--- src/rv_const_pkg.sv ---
`default_nettype none

package rv_const_pkg;

  // ********************
  // ISA widths and pc steps

  localparam int unsigned xlen = 32;
  localparam int unsigned cnt_w = $clog2(xlen) + 1;   // counts 0..xlen in the mul/div units

  localparam logic [cnt_w-1:0] md_steps = cnt_w'(xlen);

  localparam logic [xlen-1:0] pc_step_32 = 4;
  localparam logic [xlen-1:0] pc_step_16 = 2;

  // ********************
  // operation codes

  typedef enum logic [3:0] {
    alu_add  = 4'd0,
    alu_sub  = 4'd1,
    alu_sll  = 4'd2,
    alu_slt  = 4'd3,
    alu_sltu = 4'd4,
    alu_xor  = 4'd5,
    alu_srl  = 4'd6,
    alu_sra  = 4'd7,
    alu_or   = 4'd8,
    alu_and  = 4'd9
  } alu_op_t;

  typedef logic [1:0] md_op_t;

  localparam md_op_t md_mul    = 2'b00;
  localparam md_op_t md_mulh   = 2'b01;
  localparam md_op_t md_mulhsu = 2'b10;
  localparam md_op_t md_mulhu  = 2'b11;

  localparam md_op_t md_div  = 2'b00;   // same encoding space as the multiply codes
  localparam md_op_t md_divu = 2'b01;
  localparam md_op_t md_rem  = 2'b10;
  localparam md_op_t md_remu = 2'b11;

  // ********************
  // mcause values

  typedef logic [3:0] cause_t;

  localparam cause_t cause_illegal    = 4'd2;
  localparam cause_t cause_breakpoint = 4'd3;
  localparam cause_t cause_ecall_m    = 4'd11;

endpackage

`default_nettype wire

--- src/ex_wire_pkg.sv ---
`default_nettype none

package ex_wire_pkg;

  // ********************
  // issue record and stage register

  typedef struct packed {
    logic                          valid;    // slot holds an instruction
    logic                          legal;    // decode recognized the encoding
    logic [rv_const_pkg::xlen-1:0] pc;
    logic [rv_const_pkg::xlen-1:0] instr;
    logic [rv_const_pkg::xlen-1:0] rdata1;
    logic [rv_const_pkg::xlen-1:0] rdata2;
    logic [rv_const_pkg::xlen-1:0] imm;
    logic [4:0]                    waddr;
    logic                          wren;
    logic                          sel_imm;  // operand b comes from imm
    rv_const_pkg::alu_op_t         alu_op;
    rv_const_pkg::md_op_t          md_op;
    logic                          mul;
    logic                          div;
    logic                          lui;
    logic                          auipc;
    logic                          jal;
    logic                          jalr;
    logic                          ecall;
    logic                          ebreak;
  } ex_in_t;

  typedef struct packed {
    ex_in_t ins;
    logic   fresh;   // set only in the first cycle after capture
  } ex_reg_t;

  // ********************
  // stage outputs

  typedef struct packed {
    logic                          wren;
    logic [4:0]                    waddr;
    logic [rv_const_pkg::xlen-1:0] wdata;
  } ex_wb_t;

  typedef struct packed {
    logic                          exception;
    rv_const_pkg::cause_t          ecause;
    logic [rv_const_pkg::xlen-1:0] epc;
    logic [rv_const_pkg::xlen-1:0] etval;
  } ex_trap_t;

  // ********************
  // unit interfaces

  typedef struct packed {
    logic [rv_const_pkg::xlen-1:0] rdata1;
    logic [rv_const_pkg::xlen-1:0] rdata2;
    logic [rv_const_pkg::xlen-1:0] imm;
    logic                          sel_imm;
    rv_const_pkg::alu_op_t         alu_op;
  } alu_in_t;

  typedef struct packed {
    logic [rv_const_pkg::xlen-1:0] res;
  } alu_out_t;

  typedef struct packed {
    logic                          start;   // one-cycle pulse
    logic                          abort;   // back to idle at the next edge
    rv_const_pkg::md_op_t          op;
    logic [rv_const_pkg::xlen-1:0] rdata1;
    logic [rv_const_pkg::xlen-1:0] rdata2;
  } md_in_t;

  typedef struct packed {
    logic                          done;
    logic [rv_const_pkg::xlen-1:0] result;
  } md_out_t;

endpackage

`default_nettype wire

--- src/ex_alu.sv ---
`timescale 1ns/1ps
`default_nettype none

module ex_alu (
  input  ex_wire_pkg::alu_in_t  alu_in,
  output ex_wire_pkg::alu_out_t alu_out
);

  logic [rv_const_pkg::xlen-1:0] a;
  logic [rv_const_pkg::xlen-1:0] b;
  logic [4:0]                    shamt;
  logic                          lt_s;
  logic                          lt_u;

  assign a     = alu_in.rdata1;
  assign b     = alu_in.sel_imm ? alu_in.imm : alu_in.rdata2;   // immediate forms use imm
  assign shamt = b[4:0];
  assign lt_s  = $signed(a) < $signed(b);
  assign lt_u  = a < b;

  always_comb begin
    case (alu_in.alu_op)
      rv_const_pkg::alu_add: begin
        alu_out.res = a + b;
      end
      rv_const_pkg::alu_sub: begin
        alu_out.res = a - b;
      end
      rv_const_pkg::alu_sll: begin
        alu_out.res = a << shamt;
      end
      rv_const_pkg::alu_slt: begin
        alu_out.res = {{(rv_const_pkg::xlen-1){1'b0}}, lt_s};
      end
      rv_const_pkg::alu_sltu: begin
        alu_out.res = {{(rv_const_pkg::xlen-1){1'b0}}, lt_u};
      end
      rv_const_pkg::alu_xor: begin
        alu_out.res = a ^ b;
      end
      rv_const_pkg::alu_srl: begin
        alu_out.res = a >> shamt;
      end
      rv_const_pkg::alu_sra: begin
        alu_out.res = $unsigned($signed(a) >>> shamt);   // keeps the sign bit
      end
      rv_const_pkg::alu_or: begin
        alu_out.res = a | b;
      end
      rv_const_pkg::alu_and: begin
        alu_out.res = a & b;
      end
      default: begin
        alu_out.res = '0;
      end
    endcase
  end

endmodule

`default_nettype wire

--- src/ex_mul.sv ---
`timescale 1ns/1ps
`default_nettype none

module ex_mul (
  input  logic                 clk,
  input  logic                 rst,
  input  ex_wire_pkg::md_in_t  md_in,
  output ex_wire_pkg::md_out_t md_out
);

  logic                              busy;
  logic [rv_const_pkg::cnt_w-1:0]    cnt;
  logic                              last;
  logic                              a_neg;
  logic                              b_neg;
  logic [rv_const_pkg::xlen-1:0]     mag_a;
  logic [rv_const_pkg::xlen-1:0]     mag_b;
  logic                              neg;
  logic                              hi_word;
  logic [2*rv_const_pkg::xlen-1:0]   mcand;
  logic [rv_const_pkg::xlen-1:0]     mplier;
  logic [2*rv_const_pkg::xlen-1:0]   prod;
  logic [2*rv_const_pkg::xlen-1:0]   prod_fix;

  // mulh treats both operands as signed, mulhsu only the first
  assign a_neg = (md_in.op == rv_const_pkg::md_mulh || md_in.op == rv_const_pkg::md_mulhsu) &
                 md_in.rdata1[rv_const_pkg::xlen-1];
  assign b_neg = (md_in.op == rv_const_pkg::md_mulh) & md_in.rdata2[rv_const_pkg::xlen-1];
  assign mag_a = a_neg ? -md_in.rdata1 : md_in.rdata1;
  assign mag_b = b_neg ? -md_in.rdata2 : md_in.rdata2;
  assign last  = cnt == rv_const_pkg::md_steps;

  always_ff @(posedge clk) begin
    if (rst == 1'b0) begin
      busy <= 1'b0;
      cnt  <= '0;
    end else if (md_in.abort) begin
      busy <= 1'b0;
    end else if (md_in.start) begin
      busy <= 1'b1;
      cnt  <= '0;
    end else if (busy && last) begin
      busy <= 1'b0;   // done cycle
    end else if (busy) begin
      cnt <= cnt + 1'b1;
    end
  end

  always_ff @(posedge clk) begin
    if (md_in.start) begin
      mcand   <= {{rv_const_pkg::xlen{1'b0}}, mag_a};
      mplier  <= mag_b;
      prod    <= '0;
      neg     <= a_neg ^ b_neg;
      hi_word <= md_in.op != rv_const_pkg::md_mul;
    end else if (busy && !last) begin
      if (mplier[0]) begin
        prod <= prod + mcand;
      end
      mcand  <= mcand << 1;
      mplier <= mplier >> 1;
    end
  end

  assign prod_fix      = neg ? -prod : prod;
  assign md_out.done   = busy & last;
  assign md_out.result = hi_word ? prod_fix[2*rv_const_pkg::xlen-1:rv_const_pkg::xlen]
                                 : prod_fix[rv_const_pkg::xlen-1:0];

  // a new operation may only start while idle, or in the same cycle as an abort
  start_when_idle: assert property (@(posedge clk) disable iff (rst == 1'b0)
    md_in.start |-> (!busy || md_in.abort));

endmodule

`default_nettype wire

--- src/ex_div.sv ---
`timescale 1ns/1ps
`default_nettype none

module ex_div (
  input  logic                 clk,
  input  logic                 rst,
  input  ex_wire_pkg::md_in_t  md_in,
  output ex_wire_pkg::md_out_t md_out
);

  logic                              busy;
  logic [rv_const_pkg::cnt_w-1:0]    cnt;
  logic                              last;
  logic                              is_signed;
  logic                              a_neg;
  logic                              b_neg;
  logic                              b_zero;
  logic [rv_const_pkg::xlen-1:0]     mag_a;
  logic [rv_const_pkg::xlen-1:0]     mag_b;
  logic                              neg_q;
  logic                              neg_r;
  logic                              rem_sel;
  logic [rv_const_pkg::xlen-1:0]     quo;
  logic [rv_const_pkg::xlen-1:0]     rem;
  logic [rv_const_pkg::xlen-1:0]     dvs;
  logic [rv_const_pkg::xlen:0]       shifted;
  logic [rv_const_pkg::xlen:0]       diff;
  logic                              fits;
  logic [rv_const_pkg::xlen-1:0]     quo_fix;
  logic [rv_const_pkg::xlen-1:0]     rem_fix;

  assign is_signed = md_in.op == rv_const_pkg::md_div || md_in.op == rv_const_pkg::md_rem;
  assign a_neg     = is_signed & md_in.rdata1[rv_const_pkg::xlen-1];
  assign b_neg     = is_signed & md_in.rdata2[rv_const_pkg::xlen-1];
  assign b_zero    = md_in.rdata2 == '0;
  assign mag_a     = a_neg ? -md_in.rdata1 : md_in.rdata1;
  assign mag_b     = b_neg ? -md_in.rdata2 : md_in.rdata2;
  assign last      = cnt == rv_const_pkg::md_steps;

  // one restoring step: shift in the next dividend bit and try the subtract
  assign shifted = {rem, quo[rv_const_pkg::xlen-1]};
  assign diff    = shifted - {1'b0, dvs};
  assign fits    = shifted >= {1'b0, dvs};

  always_ff @(posedge clk) begin
    if (rst == 1'b0) begin
      busy <= 1'b0;
      cnt  <= '0;
    end else if (md_in.abort) begin
      busy <= 1'b0;
    end else if (md_in.start) begin
      busy <= 1'b1;
      cnt  <= '0;
    end else if (busy && last) begin
      busy <= 1'b0;
    end else if (busy) begin
      cnt <= cnt + 1'b1;
    end
  end

  always_ff @(posedge clk) begin
    if (md_in.start) begin
      quo     <= mag_a;
      rem     <= '0;
      dvs     <= mag_b;
      neg_q   <= (a_neg ^ b_neg) & ~b_zero;   // x/0 must stay all ones
      neg_r   <= a_neg;                       // remainder takes the dividend's sign
      rem_sel <= md_in.op == rv_const_pkg::md_rem || md_in.op == rv_const_pkg::md_remu;
    end else if (busy && !last) begin
      rem <= fits ? diff[rv_const_pkg::xlen-1:0] : shifted[rv_const_pkg::xlen-1:0];
      quo <= {quo[rv_const_pkg::xlen-2:0], fits};
    end
  end

  // a zero divisor subtracts nothing, so the quotient fills with ones and the
  // remainder is the dividend; min/-1 gives a magnitude of 2**31 which already reads back
  // as the dividend with a zero remainder
  assign quo_fix = neg_q ? -quo : quo;
  assign rem_fix = neg_r ? -rem : rem;

  assign md_out.done   = busy & last;
  assign md_out.result = rem_sel ? rem_fix : quo_fix;

  start_when_idle: assert property (@(posedge clk) disable iff (rst == 1'b0)
    md_in.start |-> (!busy || md_in.abort));

endmodule

`default_nettype wire

--- src/ex_stage.sv ---
`timescale 1ns/1ps
`default_nettype none

module ex_stage (
  input  logic                  clk,
  input  logic                  rst,
  input  ex_wire_pkg::ex_in_t   d,
  input  logic                  clear,
  output ex_wire_pkg::alu_in_t  alu_in,
  input  ex_wire_pkg::alu_out_t alu_out,
  output ex_wire_pkg::md_in_t   mul_in,
  output ex_wire_pkg::md_in_t   div_in,
  input  ex_wire_pkg::md_out_t  mul_out,
  input  ex_wire_pkg::md_out_t  div_out,
  output ex_wire_pkg::ex_wb_t   wb,
  output ex_wire_pkg::ex_trap_t trap,
  output logic                  stall
);

  ex_wire_pkg::ex_reg_t          r;
  logic [rv_const_pkg::xlen-1:0] npc;
  logic [rv_const_pkg::xlen-1:0] wdata;
  logic                          exc;
  rv_const_pkg::cause_t          cause;
  logic                          md_active;
  logic                          md_done;
  logic [rv_const_pkg::xlen-1:0] md_result;

  // ********************
  // stage register

  always_ff @(posedge clk) begin
    if (rst == 1'b0) begin
      r.ins.valid <= 1'b0;
      r.fresh     <= 1'b0;
    end else if (!stall) begin
      r.ins   <= d;
      r.fresh <= 1'b1;
    end else begin
      r.fresh <= 1'b0;   // held instruction is no longer new
    end
  end

  // ********************
  // exception priority

  always_comb begin
    exc   = 1'b0;
    cause = '0;
    if (!r.ins.legal) begin
      exc   = 1'b1;
      cause = rv_const_pkg::cause_illegal;
    end else if (r.ins.ebreak) begin
      exc   = 1'b1;
      cause = rv_const_pkg::cause_breakpoint;
    end else if (r.ins.ecall) begin
      exc   = 1'b1;
      cause = rv_const_pkg::cause_ecall_m;
    end
  end

  // ********************
  // arithmetic units

  assign md_active = r.ins.valid & ~exc & (r.ins.mul | r.ins.div);
  assign md_done   = r.ins.mul ? mul_out.done : div_out.done;
  assign md_result = r.ins.mul ? mul_out.result : div_out.result;
  assign stall     = md_active & ~md_done & ~clear;   // clear releases the hold at once

  always_comb begin
    alu_in.rdata1  = r.ins.rdata1;
    alu_in.rdata2  = r.ins.rdata2;
    alu_in.imm     = r.ins.imm;
    alu_in.sel_imm = r.ins.sel_imm;
    alu_in.alu_op  = r.ins.alu_op;

    mul_in.start  = r.fresh & md_active & r.ins.mul & ~clear;
    mul_in.abort  = clear;
    mul_in.op     = r.ins.md_op;
    mul_in.rdata1 = r.ins.rdata1;
    mul_in.rdata2 = r.ins.rdata2;

    div_in.start  = r.fresh & md_active & ~r.ins.mul & ~clear;   // mul wins if both flags set
    div_in.abort  = clear;
    div_in.op     = r.ins.md_op;
    div_in.rdata1 = r.ins.rdata1;
    div_in.rdata2 = r.ins.rdata2;
  end

  // ********************
  // write-back and trap

  assign npc = r.ins.pc + ((r.ins.instr[1:0] == 2'b11) ? rv_const_pkg::pc_step_32
                                                       : rv_const_pkg::pc_step_16);

  always_comb begin
    if (r.ins.auipc) begin
      wdata = r.ins.pc + r.ins.imm;
    end else if (r.ins.lui) begin
      wdata = r.ins.imm;
    end else if (r.ins.jal || r.ins.jalr) begin
      wdata = npc;   // link value
    end else begin
      wdata = alu_out.res;
    end
    if (md_active && md_done) begin
      wdata = md_result;
    end
  end

  always_comb begin
    wb.wren  = r.ins.valid & r.ins.wren & (|r.ins.waddr) & ~exc & ~stall & ~clear;
    wb.waddr = r.ins.waddr;
    wb.wdata = wdata;

    trap.exception = r.ins.valid & exc & ~clear;
    trap.ecause    = cause;
    trap.epc       = r.ins.pc;
    trap.etval     = exc ? r.ins.instr : '0;
  end

  // a unit only reports a result while the stage is holding for that unit
  mul_done_expected: assert property (@(posedge clk) disable iff (rst == 1'b0)
    mul_out.done |-> (md_active && r.ins.mul));
  div_done_expected: assert property (@(posedge clk) disable iff (rst == 1'b0)
    div_out.done |-> (md_active && !r.ins.mul));

endmodule

`default_nettype wire

--- src/ex_unit.sv ---
`timescale 1ns/1ps
`default_nettype none

module ex_unit (
  input  logic                  clk,
  input  logic                  rst,
  input  ex_wire_pkg::ex_in_t   d,
  input  logic                  clear,
  output ex_wire_pkg::ex_wb_t   wb,
  output ex_wire_pkg::ex_trap_t trap,
  output logic                  stall
);

  ex_wire_pkg::alu_in_t  alu_in;
  ex_wire_pkg::alu_out_t alu_out;
  ex_wire_pkg::md_in_t   mul_in;
  ex_wire_pkg::md_out_t  mul_out;
  ex_wire_pkg::md_in_t   div_in;
  ex_wire_pkg::md_out_t  div_out;

  ex_stage stage0 (
    .clk     (clk),
    .rst     (rst),
    .d       (d),
    .clear   (clear),
    .alu_in  (alu_in),
    .alu_out (alu_out),
    .mul_in  (mul_in),
    .div_in  (div_in),
    .mul_out (mul_out),
    .div_out (div_out),
    .wb      (wb),
    .trap    (trap),
    .stall   (stall)
  );

  ex_alu alu0 (
    .alu_in  (alu_in),
    .alu_out (alu_out)
  );

  ex_mul mul0 (
    .clk    (clk),
    .rst    (rst),
    .md_in  (mul_in),
    .md_out (mul_out)
  );

  ex_div div0 (
    .clk    (clk),
    .rst    (rst),
    .md_in  (div_in),
    .md_out (div_out)
  );

endmodule

`default_nettype wire

--- config.mk ---
export PLATFORM = sky130hd
export DESIGN_NAME = ex_unit
export DESIGN_NICKNAME = d
export VERILOG_FILES = /design/src/rv_const_pkg.sv /design/src/ex_wire_pkg.sv /design/src/ex_alu.sv /design/src/ex_mul.sv /design/src/ex_div.sv /design/src/ex_stage.sv /design/src/ex_unit.sv
export SDC_FILE = /design/constraint.sdc
export NUM_CORES = 2
export LEC_CHECK = 0
export BUFFER_PORTS_ARGS = -buffer_cell sky130_fd_sc_hd__buf_4
export CORE_MARGIN = 2
export CORE_UTILIZATION = 40
export CTS_CLUSTER_SIZE = 12
export DETAILED_ROUTE_END_ITERATION = 16
export GPL_TIMING_DRIVEN = 1
export PLACE_DENSITY = 0.66
export SKIP_CTS_REPAIR_TIMING = 1
export SLEW_MARGIN = 30
export SYNTH_ARGS = -nofsm -noshare
export SYNTH_HDL_FRONTEND = slang
export SYNTH_HIERARCHICAL = 1
export SYNTH_SLANG_ARGS = --single-unit
--- constraint.sdc ---
create_clock -name clk -period 14.9 [get_ports clk]
set_input_delay 2.98 -clock clk [delete_from_list [all_inputs] [get_ports clk]]
set_output_delay 2.98 -clock clk [all_outputs]
set_load 0.02 [all_outputs]
==> results.toml <==
[setup_path]
startpoint_type = "register"
path_depth = 21
cp-end-kind = "output pin"
crit_chain = "buf_4 > mux2i_4 > buf_4 > inv_4 > ha_1 > fa_1 > a21o_1 > and4b_1 > o31ai_2 > buf_4 > a211oi_1 > o21ai_1 > a21oi_1 > a2111oi_0 > nand3_1 > nand3_1 > nand2_1 > nor2_1 > a2111oi_0 > a221oi_1 > buf_4"
required_ps = 11920
path_buf_inv = 5
reg2regPathDepth = 11
cpLargestDelayFamily = "compound AO/OA/AOI/OAI gates"
path_max_fanout = 53
cp_slowest_stage_delay_ps = 660
crit_type = "reg2out"
cpMostUsedCell = "buf_4"
cp_slowest_cell = "a2111oi_0"
arrival_ps = 7310

[global_routing]
grt_max_degree = 75
grt_pass1_wl_um = 252000
antenna_found_initial = 7
grt_overflow = 0
grtUsageTotal = 0.309
grt_pass1_vias = 37900

[timing]
period_needed_ps = 10290
finalCritPeriodShare = 0.690
max-slew-margin-rel = 0.248
max_freq_ghz = 0.0972
rsz0062_at_grt = "false"
finClkSkew_ps = 43.1
setup-tns-final_ps = 0
hold-worst-slack_ps = 463
hold_violations = 0
finalSetupViolCount = 0
worstMarginPinSlew_ps = 1120
final_max_slew_viol_count = 0

[clock_tree]
clock-sinks = 459
clk_pin_slew_ps = 70
numCtsBuffers = 56
insertion_delay_ps = 680
h-tree-depth = 2
cts_tree = "done"
cts_root_buf = "clkbuf_16"
clock_path_buffers = 3

[pwr]
ir_drop_mv = 0.101
leakagePower_nw = 18.3
p_per_area_nw_per_um2 = 100

[synth]
synth_async_sr_flop_share = 0
synth.cell_area_um2 = 42600
ys_types = 113
synth_edf_count = 315
syn_area_per_cell_um2 = 8.08
synth_warnings = 6
syn_inst = 5269
synth_ff_type = "edfxtp_1"
synth-seq-cells = 459
syn-num-nets = 5704
yosysSeqAreaShare = 0.290

[floorplan]
dieArea_um2 = 109000
start_util = 0.404
die_x_um = 330
num_rows = 119
coreArea_um2 = 105000
die_height_um = 330
io_pins = 294

[finish]
mostFrequentLayoutCell = "a21oi_1"
design_area_um2 = 46000
most-common-layout-cells = "587 x a21oi_1, 564 x nand2_1, 484 x nor2_1"
layout-drive-gt1-share = 0.111
area_delta_synth_final_pct = 8.00
fin_nets = 5576

[worst_hold_path]
hold_depth = 2
hold_path_class = "reg2reg"

[job]
maxCapViolations = 0

[drt]
vias = 40488
final_antenna_net_count = 0
dr.pass1.iters = 12
dr.first_iter.drc_count = 4520
drc = 14
routedWlPerCell_um = 26.5
viasPerCell = 6.15
routed_wl_um = 174000

[outcome]
status = "finished with violations"
violations = "DRC"

[place]
port-buffer-count = 292
dpl.hpwl_um = 133000
dpl-instance-area_um2 = 44000
gp_congestion = 1.06
-- tightest hold or removal path, stage by stage (launching register included) --
cell and delay, ps:
dfxtp_1 310, nand2_1 50, a21oi_1 50
-- per-stage QoR --
step                      utilization  std cells  setup WS (ps)  power [W]
after floorplan                     -       5269           2790    0.00265
after global placement          0.417       6473           5520    0.00310
after detailed placement        0.417       6473           5490    0.00311
after CTS                       0.436       6579           4720    0.00460
after global routing            0.436       6580           4260    0.00481
final                           0.436       6581           4610    0.00461
-- layer usage --
metal / wire length, µm / GRT usage / vias up / part of all wire
met3: 16200 / 0.0645 / 462 / 0.093
met2: 77000 / 0.482 / 2054 / 0.44
met1: 70000 / 0.397 / 19424 / 0.40
li1: - / - / 18540 / -
met5: 47 / 0 / - / 0.00027
met4: 11200 / 0.179 / 8 / 0.064
-- final cells by class --
| cell class | instances | area, µm² |
|---|---|---|
| diodes | 1 | 2.50 |
| flip-flops and latches | 459 | 12300 |
| repair buffers | 370 | 2780 |
| fillers | 10573 | 59400 |
| inverters | 201 | 759 |
| clock buffers | 84 | 1700 |
| well taps | 1391 | 1740 |
| multi-input cells | 4053 | 26400 |
| clock inverters | 22 | 280 |
-- final timing paths --
kind,to,start,slack (ps)
setup / recovery,wb[30],stage0/alu_in[4]$_DFFE_PP_,4610
hold / removal,mul0/mcand[63]$_SDFFE_PP0P_,mul0/mcand[63]$_SDFFE_PP0P_,460
setup reg to reg,mul0/prod[61]$_SDFFE_PP0P_,mul0/mcand[2]$_DFFE_PP_,10150
hold reg to reg,mul0/mcand[63]$_SDFFE_PP0P_,mul0/mcand[63]$_SDFFE_PP0P_,460
-- flip-flops by register name (all words and copies together) (netlist names), 2 cells and up --
| signal | flops |
|---|---|
| stage0/alu_in | 101 |
| mul0/mcand | 64 |
| mul0/prod | 64 |
| stage0/r | 44 |
| div0/dvs | 32 |
| div0/quo | 32 |
| div0/rem | 32 |
| mul0/mplier | 32 |
| stage0/trap | 32 |
| div0/cnt | 6 |
| mul0/cnt | 6 |
| stage0/wb | 5 |
| stage0/div_in | 2 |
-- synthesized netlist by cell type (all sizes together), types with 10 or more instances --
cell	instances	area [µm²]
a2111oi	10	87.6
a211o	19	166
a211oi	98	741
a21boi	16	120
a21o	70	526
a21oi	592	2970
a221oi	34	304
a22oi	17	128
a311oi	13	114
a31oi	45	297
and2	62	394
and3	36	225
buf	344	2390
clkbuf	212	797
dfxtp	144	2880
edfxtp	315	9460
ha	243	3040
inv	199	752
mux2	18	203
mux2i	169	1720
mux4	17	387
nand2	569	2140
nand2b	45	282
nand3	96	480
nand4	46	288
nor2	487	1830
nor2b	50	313
nor3	85	425
nor3b	11	82.6
nor4	50	334
o211ai	33	248
o21a	21	158
o21ai	319	1600
o21bai	32	240
o221ai	15	138
o22ai	25	163
o31a	10	88.8
o31ai	63	502
o41ai	33	289
or2	16	100
or3	39	269
or4	29	229
xnor2	217	1900
xor2	177	1550
-- report_power, final --
group / internal (W) / total (W) / switching [W]
logic: 0.000574 / 0.00153 / 0.000952
clock network: 0.000878 / 0.00147 / 0.000596
registers: 0.00145 / 0.00161 / 0.000157
total: 0.00290 / 0.00461 / 0.00170
-- kinds of logic after synthesis --
| kind of cell | after synthesis | synth area share |
|---|---|---|
| buffers and inverters | 757 | 0.0927 |
| muxes | 204 | 0.0543 |
| DFF | 459 | 0.290 |
| other | 1 | 0.0000881 |
| xor gates and xnor gates | 394 | 0.0810 |
| and+or+nand+nor | 1658 | 0.181 |
| AOI/OAI and AO/OA | 1547 | 0.227 |
| adders and majority gates | 249 | 0.0742 |
Power figures use the tool's default switching activity.
